File: src/common/node_cfg.svh
`ifndef NODE_CFG_SVH
`define NODE_CFG_SVH

// ~~~~~~~~~~~~~~~~~~~~~~~~~~~~~~~~~~~~~~~~~~~~~~~~~~~~~~~~~~~~~~~~~~~~~~~~~
// node memory geometry.
// ~~~~~~~~~~~~~~~~~~~~~~~~~~~~~~~~~~~~~~~~~~~~~~~~~~~~~~~~~~~~~~~~~~~~~~~~~
`define NODE_MEM_DEPTH  1024        // bytes.
`define NODE_WORD_WIDTH 16          // little-endian, two bytes.

// ~~~~~~~~~~~~~~~~~~~~~~~~~~~~~~~~~~~~~~~~~~~~~~~~~~~~~~~~~~~~~~~~~~~~~~~~~
// table layout, byte addresses.
// ~~~~~~~~~~~~~~~~~~~~~~~~~~~~~~~~~~~~~~~~~~~~~~~~~~~~~~~~~~~~~~~~~~~~~~~~~
`define SINK_BASE       16'h0008    // known sink ids.
`define NEIGHBOR_BASE   16'h0048    // neighbor ids.
`define CLUSTER_BASE    16'h00C8    // cluster id of each neighbor.

// table lengths in words.
`define NUM_SINKS       16
`define NUM_NEIGHBORS   64

`endif

File: src/common/sink_pkg.sv
`default_nettype none

`include "node_cfg.svh"

package sink_pkg;

    // host command opcodes.
    typedef enum logic [1:0] {
        OP_WRITE  = 2'd0,
        OP_CONFIG = 2'd1,
        OP_START  = 2'd2,
        OP_RESULT = 2'd3
    } host_op_e;

    // payload seen by a memory write.
    typedef struct packed {
        logic [15:0]                 addr;  // byte address, must be even.
        logic [`NODE_WORD_WIDTH-1:0] data;
    } write_view_t;

    // payload seen by a config command.
    typedef struct packed {
        logic [`NODE_WORD_WIDTH-1:0] my_cluster;
        logic [15:0]                 pad;
    } config_view_t;

    // one payload word, two decodings.
    typedef union packed {
        write_view_t  wr;
        config_view_t cfg;
    } host_payload_u;

    typedef struct packed {
        host_op_e      op;
        host_payload_u payload;
    } host_cmd_t;

    // result word as returned by OP_RESULT.
    typedef struct packed {
        logic       found;
        logic [4:0] pad;
        logic [5:0] neighbor_idx;
        logic [3:0] sink_idx;
    } scan_result_t;

    typedef struct packed {
        logic                        ok;
        logic [`NODE_WORD_WIDTH-1:0] data;
    } host_rsp_t;

    typedef struct packed {
        logic                        en;
        logic [15:0]                 addr;
        logic [`NODE_WORD_WIDTH-1:0] data;
    } mem_wr_t;

endpackage

`default_nettype wire

File: src/sink_scan/sink_scan.sv
`timescale 1ns/1ps
`default_nettype none

`include "node_cfg.svh"

module sink_scan (
    input  wire                          clock,
    input  wire                          rst_n,
    input  wire                          start,
    input  wire  [`NODE_WORD_WIDTH-1:0]  my_cluster,
    output logic [15:0]                  rd_addr,
    input  wire  [`NODE_WORD_WIDTH-1:0]  rd_data,
    output logic                         done,
    output sink_pkg::scan_result_t       result
);

    typedef enum logic [2:0] {
        S_IDLE,
        S_NBR,     // neighbor id address out.
        S_CLU,     // cluster address out, neighbor id back.
        S_CHK,     // cluster back, first sink address out.
        S_CMP,     // one sink back and compared per cycle.
        S_DONE
    } scan_state_e;

    scan_state_e                 state;
    logic [5:0]                  nbr_idx;
    logic [3:0]                  sink_idx;
    logic [`NODE_WORD_WIDTH-1:0] nbr_id;    // id of the neighbor under test.
    sink_pkg::scan_result_t      result_q;

    logic own_cluster;
    logic hit;
    logic last_nbr;
    logic last_sink;
    logic next_nbr;
    logic busy;
    logic in_tables;

    function automatic logic [15:0] word_addr(input logic [15:0] base,
                                              input logic [6:0]  idx);
        return base + {8'd0, idx, 1'b0};
    endfunction

    assign own_cluster = (state == S_CHK) && (rd_data == my_cluster);
    assign hit         = (state == S_CMP) && (rd_data == nbr_id);
    assign last_nbr    = (nbr_idx == 6'(`NUM_NEIGHBORS - 1));
    assign last_sink   = (sink_idx == 4'(`NUM_SINKS - 1));

    // neighbor is finished without a match.
    assign next_nbr = own_cluster || ((state == S_CMP) && !hit && last_sink);

    // ~~~~~~~~~~~~~~~~~~~~~~~~~~~~~~~~~~~~~~~~~~~~~~~~~~~~~~~~~~~~~~~~~~~~~~~~~
    // read address per state.
    // ~~~~~~~~~~~~~~~~~~~~~~~~~~~~~~~~~~~~~~~~~~~~~~~~~~~~~~~~~~~~~~~~~~~~~~~~~
    always_comb begin
        case (state)
            S_NBR:   rd_addr = word_addr(`NEIGHBOR_BASE, {1'b0, nbr_idx});
            S_CLU:   rd_addr = word_addr(`CLUSTER_BASE, {1'b0, nbr_idx});
            S_CHK:   rd_addr = word_addr(`SINK_BASE, {3'd0, sink_idx});
            // one sink ahead, wraps to sink 0 on the last one.
            S_CMP:   rd_addr = word_addr(`SINK_BASE, {3'd0, sink_idx + 4'd1});
            default: rd_addr = `NEIGHBOR_BASE;
        endcase
    end

    // ~~~~~~~~~~~~~~~~~~~~~~~~~~~~~~~~~~~~~~~~~~~~~~~~~~~~~~~~~~~~~~~~~~~~~~~~~
    // walker FSM.
    // ~~~~~~~~~~~~~~~~~~~~~~~~~~~~~~~~~~~~~~~~~~~~~~~~~~~~~~~~~~~~~~~~~~~~~~~~~
    always_ff @(posedge clock) begin
        if (!rst_n) begin
            state    <= S_IDLE;
            nbr_idx  <= '0;
            sink_idx <= '0;
            result_q <= '0;
        end else begin
            case (state)
                S_IDLE: begin
                    if (start) begin
                        nbr_idx  <= '0;
                        sink_idx <= '0;
                        state    <= S_NBR;
                    end
                end
                S_NBR: state <= S_CLU;
                S_CLU: state <= S_CHK;
                S_CHK: state <= S_CMP;          // own cluster handled below.
                S_CMP: begin
                    if (hit) begin
                        result_q.found        <= 1'b1;
                        result_q.pad          <= '0;
                        result_q.neighbor_idx <= nbr_idx;
                        result_q.sink_idx     <= sink_idx;
                        state                 <= S_DONE;
                    end else begin
                        sink_idx <= sink_idx + 4'd1;
                    end
                end
                default: state <= S_IDLE;       // S_DONE lasts one cycle.
            endcase

            // move on to the next neighbor, overriding the case above.
            if (next_nbr) begin
                sink_idx <= '0;
                nbr_idx  <= nbr_idx + 6'd1;
                if (last_nbr) begin
                    result_q <= '0;             // not found, indices zero.
                    state    <= S_DONE;
                end else begin
                    state <= S_NBR;
                end
            end
        end
    end

    always_ff @(posedge clock) begin
        if (state == S_CLU) begin
            nbr_id <= rd_data;
        end
    end

    assign done   = (state == S_DONE);
    assign result = result_q;

    // ~~~~~~~~~~~~~~~~~~~~~~~~~~~~~~~~~~~~~~~~~~~~~~~~~~~~~~~~~~~~~~~~~~~~~~~~~
    // checks.
    // ~~~~~~~~~~~~~~~~~~~~~~~~~~~~~~~~~~~~~~~~~~~~~~~~~~~~~~~~~~~~~~~~~~~~~~~~~
    assign busy = (state != S_IDLE) && (state != S_DONE);

    assign in_tables =
        ((rd_addr >= `SINK_BASE) && (rd_addr < `SINK_BASE + 2 * `NUM_SINKS)) ||
        ((rd_addr >= `NEIGHBOR_BASE) && (rd_addr < `NEIGHBOR_BASE + 2 * `NUM_NEIGHBORS)) ||
        ((rd_addr >= `CLUSTER_BASE) && (rd_addr < `CLUSTER_BASE + 2 * `NUM_NEIGHBORS));

    a_addr_in_tables: assert property (
        @(posedge clock) disable iff (!rst_n)
        busy |-> in_tables
    );

    // start is held by the host port until it has seen done.
    a_done_needs_start: assert property (
        @(posedge clock) disable iff (!rst_n)
        done |-> start
    );

endmodule

`default_nettype wire

File: config.mk
export PLATFORM = sky130hd
export DESIGN_NAME = sink_scan
export DESIGN_NICKNAME = d
export VERILOG_FILES = /design/src/common/sink_pkg.sv /design/src/sink_scan/sink_scan.sv
export VERILOG_INCLUDE_DIRS = /design/src /design/src/common
export SDC_FILE = /design/constraint.sdc
export NUM_CORES = 1
export LEC_CHECK = 0
export CELL_PAD_IN_SITES_DETAIL_PLACEMENT = 1
export CELL_PAD_IN_SITES_GLOBAL_PLACEMENT = 2
export CORE_UTILIZATION = 41
export CTS_CLUSTER_DIAMETER = 200
export DETAILED_ROUTE_END_ITERATION = 8
export DONT_BUFFER_PORTS = 1
export HOLD_SLACK_MARGIN = 0.06
export PLACE_DENSITY = 0.84
export REMOVE_ABC_BUFFERS = 1
export SETUP_SLACK_MARGIN = 0.02
export SLEW_MARGIN = 10
export SYNTH_ARGS = -nofsm -noshare
export SYNTH_HDL_FRONTEND = slang
export SYNTH_SLANG_ARGS = --single-unit
File: constraint.sdc
create_clock -name clock -period 6.4 [get_ports clock]
set_clock_uncertainty 0.1 [all_clocks]
set_input_delay 0.96 -clock clock [delete_from_list [all_inputs] [get_ports clock]]
set_output_delay 0.96 -clock clock [all_outputs]
set_load 0.01 [all_outputs]
# After elaboration in Yosys (flattened, before gate mapping)
# Cells that the tools add are included.
op_classes:
  add_sub_neg: 6
  n_eq_ne: 13
  mux: 16
  n_bitwise: 1
  reduce_logical: 14
op_table:
  columns: ["cell", "count"]
  rows:
  - ["16-bit two-way mux", 4]
  - ["9-bit one-hot mux with 4 select lines", 1]
  - ["16-bit equality test", 2]
  - ["6-bit two-way mux", 3]
  - ["3-bit one-hot mux with 5 select lines", 1]
  - ["4-bit by 5-bit adder with 6-bit output, first input constant", 2]
  - ["3-bit two-way mux", 4]
  - ["8-bit by 7-bit adder with 9-bit output, first input constant", 1]
  - ["7-bit by 7-bit adder with 8-bit output, first input constant", 1]
  - ["4-bit two-way mux", 2]
  - ["4-bit one-hot mux with 2 select lines", 1]
  - ["6-bit by 1-bit adder with 6-bit output, second input constant", 1]
  - ["3-bit by 2-bit equality test with 1-bit output, second input constant", 2]
  - ["3-bit equality test, second input constant", 2]
  - ["6-bit equality test, second input constant", 1]
  - ["3-bit inequality test, second input constant", 2]
  - ["2-bit nonzero test", 3]
  - ["4-bit by 1-bit adder with 4-bit output, second input constant", 1]
  - ["4-bit equality test, second input constant", 1]
  - ["1-bit logical AND", 4]
  - ["2-bit inequality test, second input constant", 2]
  - ["2-bit AND reduction", 2]
  - ["3-bit by 1-bit equality test with 1-bit output, second input constant", 1]
  - ["3-bit zero test", 1]
  - ["5 further kinds", 5]
word_totals:
  register_bits: 45
  input_bits: 35
  output_inout_bits: 33
  wordCells: 58

# Depth between registers and ports, before layout
depth:
  ltp_word: 8
  mapped_depth: 9
  ltp_nobuf: 8

# Worst setup path before layout
# OpenSTA, ideal clock, no wires.
synth_timing:
  kind: "register to output"
  start: "register state[1]"
  end: "output port rd_addr[4]"
  arrival_ps: 2031
  t_required_ps: 5340
  setup_slack_ps: 3309
  path_stages_with_launch: 10
  path_buffers: 2
  cell_sequence: "dfxtp_1 clkbuf_1 nor3_1 clkbuf_1 nand4_1 xnor2_1 ha_1 mux2_2 a22oi_1 o21ai_0"
synth_between:
  elab_chain_cells: 2
  elab_cells_between_ends: 5
  cone_classes: "eq/ne (4); mux (1)"
synth_rtl:
  columns: ["item", "line_no", "source"]
  rows:
  - ["from (decl)", "sink_scan.sv:26", "scan_state_e state;"]
  - ["from (signal assigned)", "sink_scan.sv:72", "state <= S_IDLE;"]
  - ["from (signal assigned)", "sink_scan.sv:82", "state <= S_NBR;"]
  - ["from (signal assigned)", "sink_scan.sv:85", "S_NBR: state <= S_CLU;"]
  - ["3-bit equality test (tied with other cells)", "sink_scan.sv:57", "case (state)"]
  - ["9-bit one-hot mux with 4 select lines *", "sink_scan.sv:57", null]
  - ["to (decl)", "sink_scan.sv:11", "output logic [15:0] rd_addr,"]
# Mark *: on every way between the ends. The rest lies on a longest branch, timed or not.

# Worst setup path in the final report
layout_timing:
  start: "register state[2]"
  end: "output port rd_addr[4]"
# The elaborated chain is that of the path after synthesis.

==> out/results.tsv <==
metric	value	unit
number_of_hold_repair_buffers_added_at_the_cts_stage	0	
via_count	1845	
grt_antenna_before_repair	0	
final_max_slew_viol_count	0	
timing.reg2reg.worst_path_depth	6	
seqPwrFrac	56.8	%
synthFlopType	dfxtp_1	
drc	0	
worstSetupStartpointType	flop	
die_height	79.7	um
layout.core_utilization	45.6	%
hold_path_depth	2	
post-cts-setup-buffer-count	0	
ys_seq_area_share	42.8	%
fin_nets	291	
netlist.top_cell.by_area	dfxtp_1	
cp_cell_sequence	inv_2 > nor3_1 > nand4_1 > xnor2_1 > ha_1 > mux2_2 > a22oi_1 > o21ai_0	
post_synth_inst_count	259	
hold-path-endpoint	result[10]	
kind_of_cell_adding_the_most_delay_to_the_critical_path	flip-flops	
post_route_cells_drive_above_1_share	7.51	%
area_growth	4.60	%
most_frequent_cell_after_synthesis	dfxtp_1	
r2r_setup_slack	4.00	ns
initial_core_util	43.6	%
asyncSetResetFlopFracSynth	0	%
setup-tns-final	0	ns
synth-edff-count	16	
ys_top_cells_by_area	dfxtp_1 23%, edfxtp_1 19%, xor2_1 9.2%	
dpl.hpwl	4290	um
clock_tree_buf_depth	2	
dieWidth	79.7	um
ir_drop	0.0000881	V
critPathSlowestCell	dfxtp_1	
max_cap_viol_count	0	
boundaryPins	68	
power.clock.fraction	35.7	%
placementRows	27	
buffer_ports.inserted	0	
cp.required	5.34	ns
design.die.area	6350	um^2
critical_path.endpoint_type	output pin	
synth_top_cells_by_count	29 x dfxtp_1, 27 x nor3_1, 26 x xor2_1	
cts_inserted_buffers	5	
p_comb_share	7.6	%
critical_path_peak_fanout	12	
cts_root_cell	clkbuf_8	
top_cell_type_s_share_of_synthesized_area	23.4	%
fillerInstances	671	
internal_power	0.420	mW
worst_setup_hold_path_clk_slew	0.08	ns
stdcell_area	2590	um^2
worst_hold_path_type	flop to flop	
placeableCoreArea	5680	um^2
synth_warnings	0	
tritoncts_clock_tree	done	
syn_area_per_cell	9.56	um^2
global_route_wire_length_before_repair	9660	um
detail_route.vias_per_cell	5.68	
remaining_max_slew_budget_at_the_tightest_pin	48.8	%
power_switching_share	23.2	%
crit_path_max_incr_delay	0.59	ns
clock.fmax	0.280	GHz
path_class	flop to output pin	
worstSkewPairLatency	0.30	ns
reg_to_reg_end	nbr_idx[1]	
detailed_place.area	2490	um^2
dr.pass1.iters	4	
post-route-period-util	55.8	%
hold_path_startpoint	result[10]	
diodes	0	
routed_wl	5800	um
final-seq-area	1060	um^2
synth_cell_type_count	44	
antenna_left	0	
all_layer_gr_usage	19.9	%
setup_ws	2.83	ns
multi_input_area	1300	um^2
place_congestion	0.812	
grt_overflow	0	
place_ws	3.16	ns
ys_ff_latch	45	
outcome	finished, final reports clean	
startpoint_of_the_lowest_slack_register_to_register_path	nbr_id[8]	
power.net_switching	0.127	mW
grt_pass1_vias	1833	
p_leak	0.963	nW
final_hold_viol_count	0	
max_slew.worst_pin.slew	0.763	ns
power.density_cell_area	211	nW/um^2
finalSetupViolCount	0	
post_drt_wl_per_cell	17.8	um
netlist_area	2480	um^2
worst_ep_arrival_time	2.51	ns
htreeDepth	2	
postCtsResizedCells	0	
period_needed	3.57	ns
rsz_0062_raised_after_global_routing	false	
final.hold.worst_slack	0.385	ns
grt_start_max_net_pins	28	
cp.buffers_inverters	1	
initialDrtViolationCount	103	
tritoncts_num_sinks	45	
routing by layer:
layer	global-route usage, %	share of wire, %	up-vias	wire (um)
met4	5.45	1.0	0	58
li1	-	-	913	-
met2	29.7	46	47	2640
met5	0	0	-	0
met3	5.26	5.7	6	332
met1	28.1	48	879	2770
worst max path at each step:
stage / endpoint / slack (ns) / start / cells after the start
after floorplan: rd_addr[4] / 2.98 / state[2] / 8
after global placement: rd_addr[4] / 3.25 / state[2] / 8
after detailed placement: rd_addr[4] / 3.16 / state[2] / 8
after CTS: rd_addr[4] / 2.82 / state[2] / 8
after global routing: rd_addr[4] / 2.58 / state[2] / 8
final: rd_addr[4] / 2.83 / state[2] / 8
power groups by stage:
| stage | registers (mW) | clock network [mW] | logic [mW] |
|---|---|---|---|
| after CTS | 0.311 | 0.200 | 0.0421 |
| after floorplan | 0.315 | 0 | 0.0330 |
| after global placement | 0.317 | 0 | 0.0412 |
| after global routing | 0.312 | 0.211 | 0.0474 |
| final | 0.311 | 0.195 | 0.0415 |
| after detailed placement | 0.317 | 0 | 0.0418 |
cell usage in the layout (no fill, tap or decap), drive strengths merged:
cell type and n:
nand2 17, a211oi 1, edfxtp 16, buf 3
nor3b 2, mux2 3, dfxtp 29, mux2i 10
maj3 1, a22o 1, o21a 1, or4 1
nand4 6, o21ai 10, ha 4, nor2b 4
xor2 26, o221ai 1, nor4 7, nand2b 3
and3 4, or4b 1, nor3 27, clkbuf 7
or3 2, o22ai 4, a21oi 13, nand3 4
conb 8, a22oi 4, clkinv 2, a31oi 3
and4 4, xnor2 10, o31ai 4, inv 3
a2111oi 1, nor2 6
layout make-up:
cell class,count,share of cell area [%]
clock buffer,7,3.77
clock inverter,1,0.193
inverter,4,0.580
multi-input combinational,193,50.1
sequential,45,41.0
tap,72,3.48
timing repair buffer,3,0.870
sequential cells by signal, summed over array words and instances (netlist names):
register,flops
nbr_id,16
nbr_idx,6
result,16
sink_idx,4
state,3
tightest hold or removal path: stages, from the launching register on:
cell and delay, ns:
dfxtp_1 0.35, nand2_1 0.07, nor3_1 0.03
stage by stage:
| stage | total power, mW | std cells |
|---|---|---|
| floorplan | 0.348 | 242 |
| global placement | 0.358 | 317 |
| detailed placement | 0.359 | 317 |
| CTS | 0.553 | 325 |
| global route | 0.571 | 325 |
| finish | 0.547 | 325 |
cells by family (layout without fill, tap and decap cells):
logic type / after synthesis / after routing / synth area share [%]
compound gates: 43 / 43 / 10.5
xor+xnor: 36 / 36 / 12.7
fa+ha+maj: 5 / 5 / 2.43
mux: 13 / 13 / 5.41
buf+inv: 28 / 15 / 5.76
other cells: 1 / 8 / 0.151
simple gates: 88 / 88 / 20.2
flops: 45 / 45 / 42.9
Note: power is estimated with default switching activity, not from simulation.
