File: src/common/node_cfg.svh
`ifndef NODE_CFG_SVH
`define NODE_CFG_SVH

// ~~~~~~~~~~~~~~~~~~~~~~~~~~~~~~~~~~~~~~~~~~~~~~~~~~~~~~~~~~~~~~~~~~~~~~~~~
// node memory geometry.
// ~~~~~~~~~~~~~~~~~~~~~~~~~~~~~~~~~~~~~~~~~~~~~~~~~~~~~~~~~~~~~~~~~~~~~~~~~
`define NODE_MEM_DEPTH  1024        // bytes.
`define NODE_WORD_WIDTH 16          // little-endian, two bytes.

// ~~~~~~~~~~~~~~~~~~~~~~~~~~~~~~~~~~~~~~~~~~~~~~~~~~~~~~~~~~~~~~~~~~~~~~~~~
// table layout, byte addresses.
// ~~~~~~~~~~~~~~~~~~~~~~~~~~~~~~~~~~~~~~~~~~~~~~~~~~~~~~~~~~~~~~~~~~~~~~~~~
`define SINK_BASE       16'h0008    // known sink ids.
`define NEIGHBOR_BASE   16'h0048    // neighbor ids.
`define CLUSTER_BASE    16'h00C8    // cluster id of each neighbor.

// table lengths in words.
`define NUM_SINKS       16
`define NUM_NEIGHBORS   64

`endif

File: src/common/sink_pkg.sv
`default_nettype none

`include "node_cfg.svh"

package sink_pkg;

    // host command opcodes.
    typedef enum logic [1:0] {
        OP_WRITE  = 2'd0,
        OP_CONFIG = 2'd1,
        OP_START  = 2'd2,
        OP_RESULT = 2'd3
    } host_op_e;

    // payload seen by a memory write.
    typedef struct packed {
        logic [15:0]                 addr;  // byte address, must be even.
        logic [`NODE_WORD_WIDTH-1:0] data;
    } write_view_t;

    // payload seen by a config command.
    typedef struct packed {
        logic [`NODE_WORD_WIDTH-1:0] my_cluster;
        logic [15:0]                 pad;
    } config_view_t;

    // one payload word, two decodings.
    typedef union packed {
        write_view_t  wr;
        config_view_t cfg;
    } host_payload_u;

    typedef struct packed {
        host_op_e      op;
        host_payload_u payload;
    } host_cmd_t;

    // result word as returned by OP_RESULT.
    typedef struct packed {
        logic       found;
        logic [4:0] pad;
        logic [5:0] neighbor_idx;
        logic [3:0] sink_idx;
    } scan_result_t;

    typedef struct packed {
        logic                        ok;
        logic [`NODE_WORD_WIDTH-1:0] data;
    } host_rsp_t;

    typedef struct packed {
        logic                        en;
        logic [15:0]                 addr;
        logic [`NODE_WORD_WIDTH-1:0] data;
    } mem_wr_t;

endpackage

`default_nettype wire

File: src/hw/host_port.sv
`timescale 1ns/1ps
`default_nettype none

`include "node_cfg.svh"

module host_port (
    input  wire                          clock,
    input  wire                          rst_n,
    input  wire                          req,
    input  wire  sink_pkg::host_cmd_t    cmd,
    output logic                         ack,
    output sink_pkg::host_rsp_t          rsp,
    output sink_pkg::mem_wr_t            mem_wr,
    output logic                         start,
    output logic [`NODE_WORD_WIDTH-1:0]  my_cluster,
    input  wire                          done,
    input  wire  sink_pkg::scan_result_t result
);

    sink_pkg::scan_result_t result_q;   // last finished scan.
    logic                   new_req;
    logic                   addr_ok;

    assign new_req = req && !ack;       // phase one and not yet answered.

    // even and inside the array so both bytes land in range.
    assign addr_ok = !cmd.payload.wr.addr[0] &&
                     (cmd.payload.wr.addr < `NODE_MEM_DEPTH);

    // ~~~~~~~~~~~~~~~~~~~~~~~~~~~~~~~~~~~~~~~~~~~~~~~~~~~~~~~~~~~~~~~~~~~~~~~~~
    // memory write on the same edge that raises ack.
    // ~~~~~~~~~~~~~~~~~~~~~~~~~~~~~~~~~~~~~~~~~~~~~~~~~~~~~~~~~~~~~~~~~~~~~~~~~
    always_comb begin
        mem_wr.en   = new_req && (cmd.op == sink_pkg::OP_WRITE) && addr_ok;
        mem_wr.addr = cmd.payload.wr.addr;
        mem_wr.data = cmd.payload.wr.data;
    end

    // ~~~~~~~~~~~~~~~~~~~~~~~~~~~~~~~~~~~~~~~~~~~~~~~~~~~~~~~~~~~~~~~~~~~~~~~~~
    // command decode and four-phase sequencing.
    // ~~~~~~~~~~~~~~~~~~~~~~~~~~~~~~~~~~~~~~~~~~~~~~~~~~~~~~~~~~~~~~~~~~~~~~~~~
    always_ff @(posedge clock) begin
        if (!rst_n) begin
            ack        <= 1'b0;
            rsp        <= '0;
            start      <= 1'b0;
            my_cluster <= '0;
            result_q   <= '0;
        end else begin
            // scan end even if the host let go of req.
            if (start && done) begin
                start    <= 1'b0;
                result_q <= result;
            end

            if (ack) begin
                if (!req) begin
                    ack <= 1'b0;                // phase four.
                end
            end else if (req) begin
                case (cmd.op)
                    sink_pkg::OP_WRITE: begin
                        ack      <= 1'b1;
                        rsp.ok   <= addr_ok;    // bad address is refused.
                        rsp.data <= '0;
                    end
                    sink_pkg::OP_CONFIG: begin
                        my_cluster <= cmd.payload.cfg.my_cluster;
                        ack        <= 1'b1;
                        rsp.ok     <= 1'b1;
                        rsp.data   <= '0;
                    end
                    sink_pkg::OP_START: begin
                        if (!start) begin
                            start <= 1'b1;      // a level held until done.
                        end else if (done) begin
                            ack      <= 1'b1;
                            rsp.ok   <= 1'b1;
                            rsp.data <= '0;
                        end
                    end
                    sink_pkg::OP_RESULT: begin
                        ack      <= 1'b1;
                        rsp.ok   <= 1'b1;
                        rsp.data <= result_q;
                    end
                    default: begin
                        ack      <= 1'b1;
                        rsp.ok   <= 1'b0;
                        rsp.data <= '0;
                    end
                endcase
            end
        end
    end

    // the host keeps req up until it sees ack.
    a_ack_after_req: assert property (
        @(posedge clock) disable iff (!rst_n)
        $rose(ack) |-> req
    );

endmodule

`default_nettype wire

File: config.mk
export PLATFORM = sky130hd
export DESIGN_NAME = host_port
export DESIGN_NICKNAME = d
export VERILOG_FILES = /design/src/common/sink_pkg.sv /design/src/hw/host_port.sv
export VERILOG_INCLUDE_DIRS = /design/src /design/src/common
export SDC_FILE = /design/constraint.sdc
export NUM_CORES = 1
export LEC_CHECK = 0
export BUFFER_PORTS_ARGS = -buffer_cell sky130_fd_sc_hd__buf_2
export CAP_MARGIN = 10
export CORE_ASPECT_RATIO = 0.5
export CORE_UTILIZATION = 40
export DETAILED_ROUTE_END_ITERATION = 6
export GPL_ROUTABILITY_DRIVEN = 0
export PLACE_DENSITY_LB_ADDON = 0.05
export SLEW_MARGIN = 20
export SYNTH_ARGS = -nofsm -noshare
export SYNTH_HDL_FRONTEND = slang
export SYNTH_SLANG_ARGS = --single-unit
File: constraint.sdc
create_clock -name clock -period 4.11 [get_ports clock]
set_clock_uncertainty 0.15 [all_clocks]
set_input_delay 0.822 -clock clock [delete_from_list [all_inputs] [get_ports clock]]
set_output_delay 0.822 -clock clock [all_outputs]
set_load 0.02 [all_outputs]
# [Word-level counts from Yosys, hierarchy flattened]
# Cells that the tools add are included.
[totals] ff_bits=51 inputBits=54 output_inout_bits=68 wordCells=41
[classes] order_cmp=1 n_eq_ne=5 n_mux=14 bitwise=1 n_reduce_logical=11
[ops] op="17-bit one-hot mux with 4 select lines" count=1
[ops] op="17-bit 2-to-1 mux" count=2
[ops] op="16-bit by 11-bit less-than comparator with 1-bit output (second input constant)" count=1
[ops] op="1-bit 2-to-1 mux" count=10
[ops] op="1-bit logical AND" count=5
[ops] op="2-bit == test (second input constant)" count=2
[ops] op="2-bit != test (second input constant)" count=2
[ops] op="4-bit AND reduction" count=1
[ops] op="3-bit AND reduction" count=1
[ops] op="3-bit OR reduction" count=1
[ops] op="2-bit by 1-bit == test with 1-bit output (second input constant)" count=1
[ops] op="1-bit zero test" count=2
[ops] op="2-bit zero test" count=1
[ops] op="1-bit one-hot mux with 2 select lines" count=1
[ops] op="1-bit NOT" count=1

# [Logic depth before layout (Yosys ltp)]
# Gate-level depths: netlist of run 1.
[logic_depth] word_depth=6 depth_mapped=5 mapped_depth_nobuf=3

# [Worst setup path after synthesis of run 1]
# No wires, ideal clock.
[synth_timing] path_type="input port to output port" startpoint="input cmd[28] in the netlist's numbering" endpoint="output mem_wr[32] in the netlist's numbering" t_arrival_ps=1792 t_required_ps=3138 slack_ps=1346 cell_stages=3 path_cell_list="nor4_1 nand2_1 nor4_1"
[synth_rtl] element="start: declaration" line_no="host_port.sv:10" source="input wire sink_pkg::host_cmd_t cmd,"
[synth_rtl] element="end: declaration" line_no="host_port.sv:13" source="output sink_pkg::mem_wr_t mem_wr,"

==> results of run 1 <==
[registers in the layout, indices dropped and copies added (netlist names)]
signal      cells
ack             1
my_cluster     16
result_q       16
rsp            17
start           1
[critical path: cells and delay by family]
kind,cells,cell delay [ns]
and+or+nand+nor,3,0.58
buffers and inverters,2,0.32
[power by group]
| group | internal, mW | switching [mW] |
|---|---|---|
| combinational | 0.0374 | 0.0615 |
| clock | 0.138 | 0.173 |
| sequential | 0.503 | 0.00469 |
| total | 0.678 | 0.239 |
[cell families (layout without fill, tap and decap cells)]
group           count (synthesis)  in the layout  synth area share
compound gates                 37             37             0.111
buf+inv                        48             98             0.148
simple gates                  111            111             0.211
flops                          51             51             0.458
mux                            16             16            0.0719
[final cells by class]
| cell class | instances | area (sq um) | area share |
|---|---|---|---|
| repair buffers | 90 | 453 | 0.179 |
| multi-input cells | 164 | 877 | 0.346 |
| clock buffers | 6 | 82.6 | 0.0325 |
| well taps | 70 | 87.6 | 0.0345 |
| clock inverters | 2 | 16.3 | 0.00641 |
| flip-flops and latches | 51 | 1020 | 0.402 |
[worst paths after layout]
path,start,endpoint,slack (ns),depth (start not counted)
setup / recovery,cmd[28],mem_wr[32],1.42,5
hold / removal,my_cluster[3],my_cluster[3],0.30,2
setup reg to reg,start,rsp[11],2.17,3
hold reg to reg,my_cluster[3],my_cluster[3],0.30,2
[routing by layer]
metal | track usage | vias to the layer above | share of wire | wire (um)
li1 | - | 926 | - | -
met1 | 0.180 | 779 | 0.45 | 2100
met5 | 0 | - | 0 | 0
met4 | 0.0616 | 0 | 0.013 | 58
met2 | 0.272 | 46 | 0.46 | 2140
met3 | 0.0571 | 17 | 0.067 | 310
[synth_stat cells, drive strengths merged]
cell and instances:
and4bb 1, nand2b 2, o21ai 18, clkbuf 7
a21boi 16, nand2 82, and3 1, nand3 16
nor3 4, o311a 1, buf 41, and2 1
mux2i 16, dfxtp 51, a211oi 1, nor2b 2
o21a 1, nor4 2
==> results.cfg, run 1 <==
[timing]
max_freq_ghz = 0.371
timing.hold.ws_ns = 0.305
slew_violations = 0
period_share = 0.656
rsz0062_at_grt = no
worst_pin_slew_ns = 0.913
hold_viol = 0
maxSlewHeadroom = 0.391
tns_ns = 0
fin_crit_ns = 2.69
post-route-worst-setup-slack_ns = 1.42
setup_violations = 0

[final_layout]
final_common_cell = buf_2
antenna_cells = 0
final_util = 0.494
instances_no_fill = 383
fillers = 534
area_growth_pct = 13.9
nets = 366
layout_common_cells = buf_2 (89), nand2_1 (82), dfxtp_1 (51)
finalInstanceArea_sq_um = 2540
drive_gt1_frac = 0.316

[synth]
synthTopCellsByArea = dfxtp_1 (46%), nand2_1 (14%), buf_4 (11%), mux2i_1 (7.2%), a21boi_0 (5.4%)
netlist_area_sq_um = 2230
yosys.cell_types.count = 24
avgSynthCellArea_sq_um = 8.47
synthCells = 263
ys_seq_area_frac = 0.458
synth_area_leader_cell = dfxtp_1
syn_nets = 317
ys_ff_latch = 51
yosys_warnings = 0
synth.top_cell.area_share = 0.458

[clock_network]
htreeDepth = 2
postCtsSetupBuffers = 0
postCtsResizedCells = 0
path_clk_slew_ns = 0.09
postCtsHoldBufs = 0
cts_tree = built
insertion_delay_ns = 0.31
cts_buffers = 5
cts_num_sinks = 51
clock_path_buffers = 2
cts_root_buf = clkbuf_8

[floorplanning]
coreArea_sq_um = 5130
dieArea_sq_um = 5890
pin_count = 122
initial_utilization = 0.434
die_x_um = 108
die_h_um = 54.8
rows = 18

[routing]
drc = 0
drt-total-wl_um = 4610
wl_per_cell_um = 12.0
drtAntennaViolNets = 0
via_per_inst = 4.62
drt_iter0_drc = 65
dr.pass1.iters = 4
via_count = 1768

[place]
place_hpwl_um = 3190
dp_slack_ns = 1.36
placed_cell_area_sq_um = 2440
place_inst = 375
port-buffer-count = 89

[global_routing]
track_usage = 0.156
grt_pass1_vias = 1514
grt_pass1_wl_um = 6940
grt_max_degree = 68
antenna_found_initial = 0
overflow = 0

[critical_path]
startpoint_type = primary input
crit_slowest_cell = nor4_1
slowest_delay_ns = 0.29
cp_cell_sequence = buf_2, nor4_1, nand2_1, nor4_1, buf_2
crit_path_max_fanout = 3
cp-end-kind = output pin
worstPathArrival_ns = 1.72
crit_required_ns = 3.14
worstSetupPathType = primary input to output pin

[pwr]
p_leak_nw = 1.13
total_power_mw = 0.917
p_per_area_nw_per_um2 = 361
max-vdd-ir-drop_mv = 0.170

[run_status]
outcome = completed

[flow_run]
cap_violations = 0

[hold_path]
hold_path_class = flop to flop
Note: power is estimated with default switching activity, not from simulation.
==> run 2: changes to the inputs <==
Clock period 4.11 ns to 2.67 ns, I/O delays scaled along.
==> run 2 against run 1 <==
Compared with the run above: critical path type unchanged; total power rose by 61%; core utilization rose by 0.78 points; via count rose by 2.0%; highest routed layer unchanged; clock power rose by 75%.
==> results.cfg, run 2 (synthesis gave the netlist of run 1 again) <==
[floorplanning]
pin_count = 122
dieArea_sq_um = 5890
die_x_um = 108
rows = 18
die_h_um = 54.8
coreArea_sq_um = 5130
initial_utilization = 0.434

[routing]
via_count = 1803
via_per_inst = 4.67
drtAntennaViolNets = 0
drt-total-wl_um = 4540
drc = 0
drt_iter0_drc = 32
dr.pass1.iters = 4
wl_per_cell_um = 11.8

[timing]
post-route-worst-setup-slack_ns = 0.548
slew_violations = 0
max_freq_ghz = 0.471
maxSlewHeadroom = 0.552
rsz0062_at_grt = no
tns_ns = 0
fin_crit_ns = 2.12
hold_viol = 0
worst_pin_slew_ns = 0.669
period_share = 0.795
setup_violations = 0

[final_layout]
area_growth_pct = 15.7
final_common_cell = buf_2
layout_common_cells = buf_2 (89), nand2_1 (82), dfxtp_1 (51)
largest_register = rsp
antenna_cells = 0
nets = 369
drive_gt1_frac = 0.323
top_regs = rsp (17), my_cluster (16), result_q (16)
largest_register_ffs = 17
final_util = 0.502

[place]
dp_slack_ns = 0.512
place_hpwl_um = 3250
port-buffer-count = 89

[run_status]
outcome = completed

[clock_network]
postCtsSetupBuffers = 0
insertion_delay_ns = 0.29
postCtsResizedCells = 0
htreeDepth = 2
cts_buffers = 5
cts_root_buf = clkbuf_8
clock_path_buffers = 2
path_clk_slew_ns = 0.09
cts_num_sinks = 51
cts_tree = built
postCtsHoldBufs = 0

[pwr]
p_per_area_nw_per_um2 = 573
max-vdd-ir-drop_mv = 0.283
p_leak_nw = 1.16

[global_routing]
antenna_found_initial = 0
grt_pass1_wl_um = 6960
track_usage = 0.154
overflow = 0
grt_pass1_vias = 1561
grt_max_degree = 36

[critical_path]
cp_cell_sequence = buf_2, nor4_1, nand2_1, nor4_1, buf_2
crit_slowest_cell = nor4_1
r2r_slack_ns = 1.10
cp-end-kind = output pin
worstSetupPathType = primary input to output pin
crit_required_ns = 1.99
startpoint_type = primary input
worstPathArrival_ns = 1.44
crit_path_max_fanout = 3
slowest_delay_ns = 0.29

[hold_path]
hold_path_class = flop to flop

[flow_run]
cap_violations = 0
run 2: critical path: cells and delay by family:
family,cells,cell delay [ns]
buf+inv,2,0.32
simple gates,3,0.58
run 2: cell type report:
class,count,area (sq um)
fill,524,2560
sequential,51,1020
clock inverter,3,47.5
timing repair buffer,93,475
multi-input combinational,164,877
tap,70,87.6
clock buffer,5,68.8
run 2: per-stage QoR:
stage	hold WS (ns)	power [mW]	area, sq um	instances
3_5_place_dp	0.291	0.955	2460	378
4_1_cts	0.304	1.50	2580	386
3_3_place_gp	0.284	0.953	2460	378
6_report	0.301	1.48	2580	386
2_1_floorplan	0.285	0.945	2230	263
5_1_grt	0.310	1.55	2580	386
run 2: path summary, 6_finish.rpt:
check | cells after the start | to | from
max | 5 | mem_wr[32] | cmd[28]
max reg2reg | 3 | rsp[11] | start
min reg2reg | 2 | my_cluster[3] | my_cluster[3]
min | 2 | my_cluster[3] | my_cluster[3]
run 2: routing by layer:
metal  routed length [um]  global-route usage  up-vias
met1                 2080               0.178      814
met4                   43              0.0479        0
li1                     -                   -      931
met2                 2170               0.283       44
met5                    0                   0        -
met3                  247              0.0476       14
run 2: where the power goes:
group	internal, mW	total (mW)	switching [mW]
clock network	0.284	0.541	0.257
logic	0.0594	0.154	0.0943
registers	0.774	0.782	0.00737
total	1.12	1.48	0.359
==> run 3: changes to the inputs <==
Clock period 2.67 ns to 1.95 ns, I/O delays scaled along.
==> run 3 against run 2 <==
Compared with the run above: total power is 31% higher; sequential power increased by 37%; via count increased by 0.55%; worst hold slack worse by 0.14 ns; critical endpoint unchanged.
==> results.cfg, run 3 (synthesis gave the netlist of run 1 again) <==
[timing]
post-route-worst-setup-slack_ns = 0.111
maxSlewHeadroom = 0.639
hold_viol = 0
max_freq_ghz = 0.544
worst_pin_slew_ns = 0.540
slew_violations = 0
period_share = 0.943
setup_violations = 0
timing.hold.ws_ns = 0.163
fin_crit_ns = 1.84

[final_layout]
final_common_cell = buf_2
antenna_cells = 0
fillers = 530
nets = 372
largest_register_ffs = 17
area_growth_pct = 16.7
top_regs = rsp (17), my_cluster (16), result_q (16)
layout_common_cells = buf_2 (89), nand2_1 (82), dfxtp_1 (51)
finalInstanceArea_sq_um = 2600
largest_register = rsp
drive_gt1_frac = 0.332
instances_no_fill = 389

[routing]
via_per_inst = 4.66
drt-total-wl_um = 4610
via_count = 1813
drt_iter0_drc = 32
dr.pass1.iters = 4
drtAntennaViolNets = 0
wl_per_cell_um = 11.9
drc = 0

[flow_run]
cap_violations = 0

[clock_network]
postCtsHoldBufs = 0
cts_root_buf = clkbuf_8
htreeDepth = 2
insertion_delay_ns = 0.30
cts_num_sinks = 51
cts_buffers = 5
cts_tree = built
path_clk_slew_ns = 0.09
clock_path_buffers = 2

[pwr]
p_per_area_nw_per_um2 = 743
total_power_mw = 1.93
p_leak_nw = 1.17
max-vdd-ir-drop_mv = 0.347

[place]
port-buffer-count = 89
place_hpwl_um = 3320
placed_cell_area_sq_um = 2500
place_inst = 381
dp_slack_ns = 0.0427

[floorplanning]
die_x_um = 108
coreArea_sq_um = 5130
dieArea_sq_um = 5890
rows = 18
die_h_um = 54.8
initial_utilization = 0.434
pin_count = 122

[hold_path]
hold_path_class = primary input to flop

[critical_path]
r2r_slack_ns = 0.59
cp-end-kind = output pin
startpoint_type = primary input
worstPathArrival_ns = 1.30
crit_required_ns = 1.41
worstSetupPathType = primary input to output pin
crit_path_max_fanout = 3

[run_status]
outcome = completed

[global_routing]
overflow = 0
antenna_found_initial = 0
grt_pass1_vias = 1526
grt_max_degree = 33
grt_pass1_wl_um = 6960
track_usage = 0.156
==> run 3: cell types whose count changed in the layout (fill, tap and decap cells not counted), sizes merged <==
cell	previous run	this run
bufinv	1	0
inv	1	0
clkbuf	5	6
buf	93	96
clkinvlp	0	1
==> run 3: critical path: stages <==
cell and delay [ns]:
buf_2 0.12, nor4_2 0.28, nand2_1 0.11, nor4_1 0.19
buf_2 0.22
==> run 3: worst paths after layout <==
kind                               startpoint             to  cells past startpoint
worst max-delay path                  cmd[28]     mem_wr[32]                      5
worst min-delay path                  cmd[21]  my_cluster[5]                      3
worst max register to register          start         rsp[6]                      4
worst min register to register  my_cluster[3]  my_cluster[3]                      2
==> run 3: layout make-up <==
class                   instances  area (sq um)  area share
flip-flops and latches         51          1020       0.392
multi-input cells             164           883       0.340
repair buffers                 96           510       0.196
well taps                      70          87.6      0.0337
clock buffers                   6          82.6      0.0317
clock inverters                 2          16.3     0.00625
==> run 3: per-layer routing <==
| layer | vias to the layer above | part of all wire | global-route usage |
|---|---|---|---|
| met5 | - | 0 | 0 |
| met1 | 810 | 0.44 | 0.171 |
| met4 | 0 | 0.012 | 0.0662 |
| met2 | 49 | 0.48 | 0.282 |
| met3 | 15 | 0.070 | 0.0560 |
| li1 | 939 | - | - |
==> run 3: timing repair <==
action,4_1_cts,5_1_grt
endpoints found under the hold margin,0,0
resized for setup,0,1
setup endpoints to repair,0,1
setup buffers,0,0
==> run 3: stage by stage <==
step / util / TNS (ns)
CTS: 0.505 / 0
floorplan: - / 0
finish: 0.507 / 0
global route: 0.507 / -0.00282
global placement: 0.486 / 0
detailed placement: 0.486 / 0
==> run 3: power by group <==
| group | leakage, nW | switching [mW] | total, mW | internal, mW |
|---|---|---|---|---|
| combinational | 0.711 | 0.132 | 0.220 | 0.0879 |
| sequential | 0.412 | 0.00987 | 1.07 | 1.06 |
| clock | 0.0474 | 0.352 | 0.642 | 0.290 |
| total | 1.17 | 0.494 | 1.93 | 1.44 |
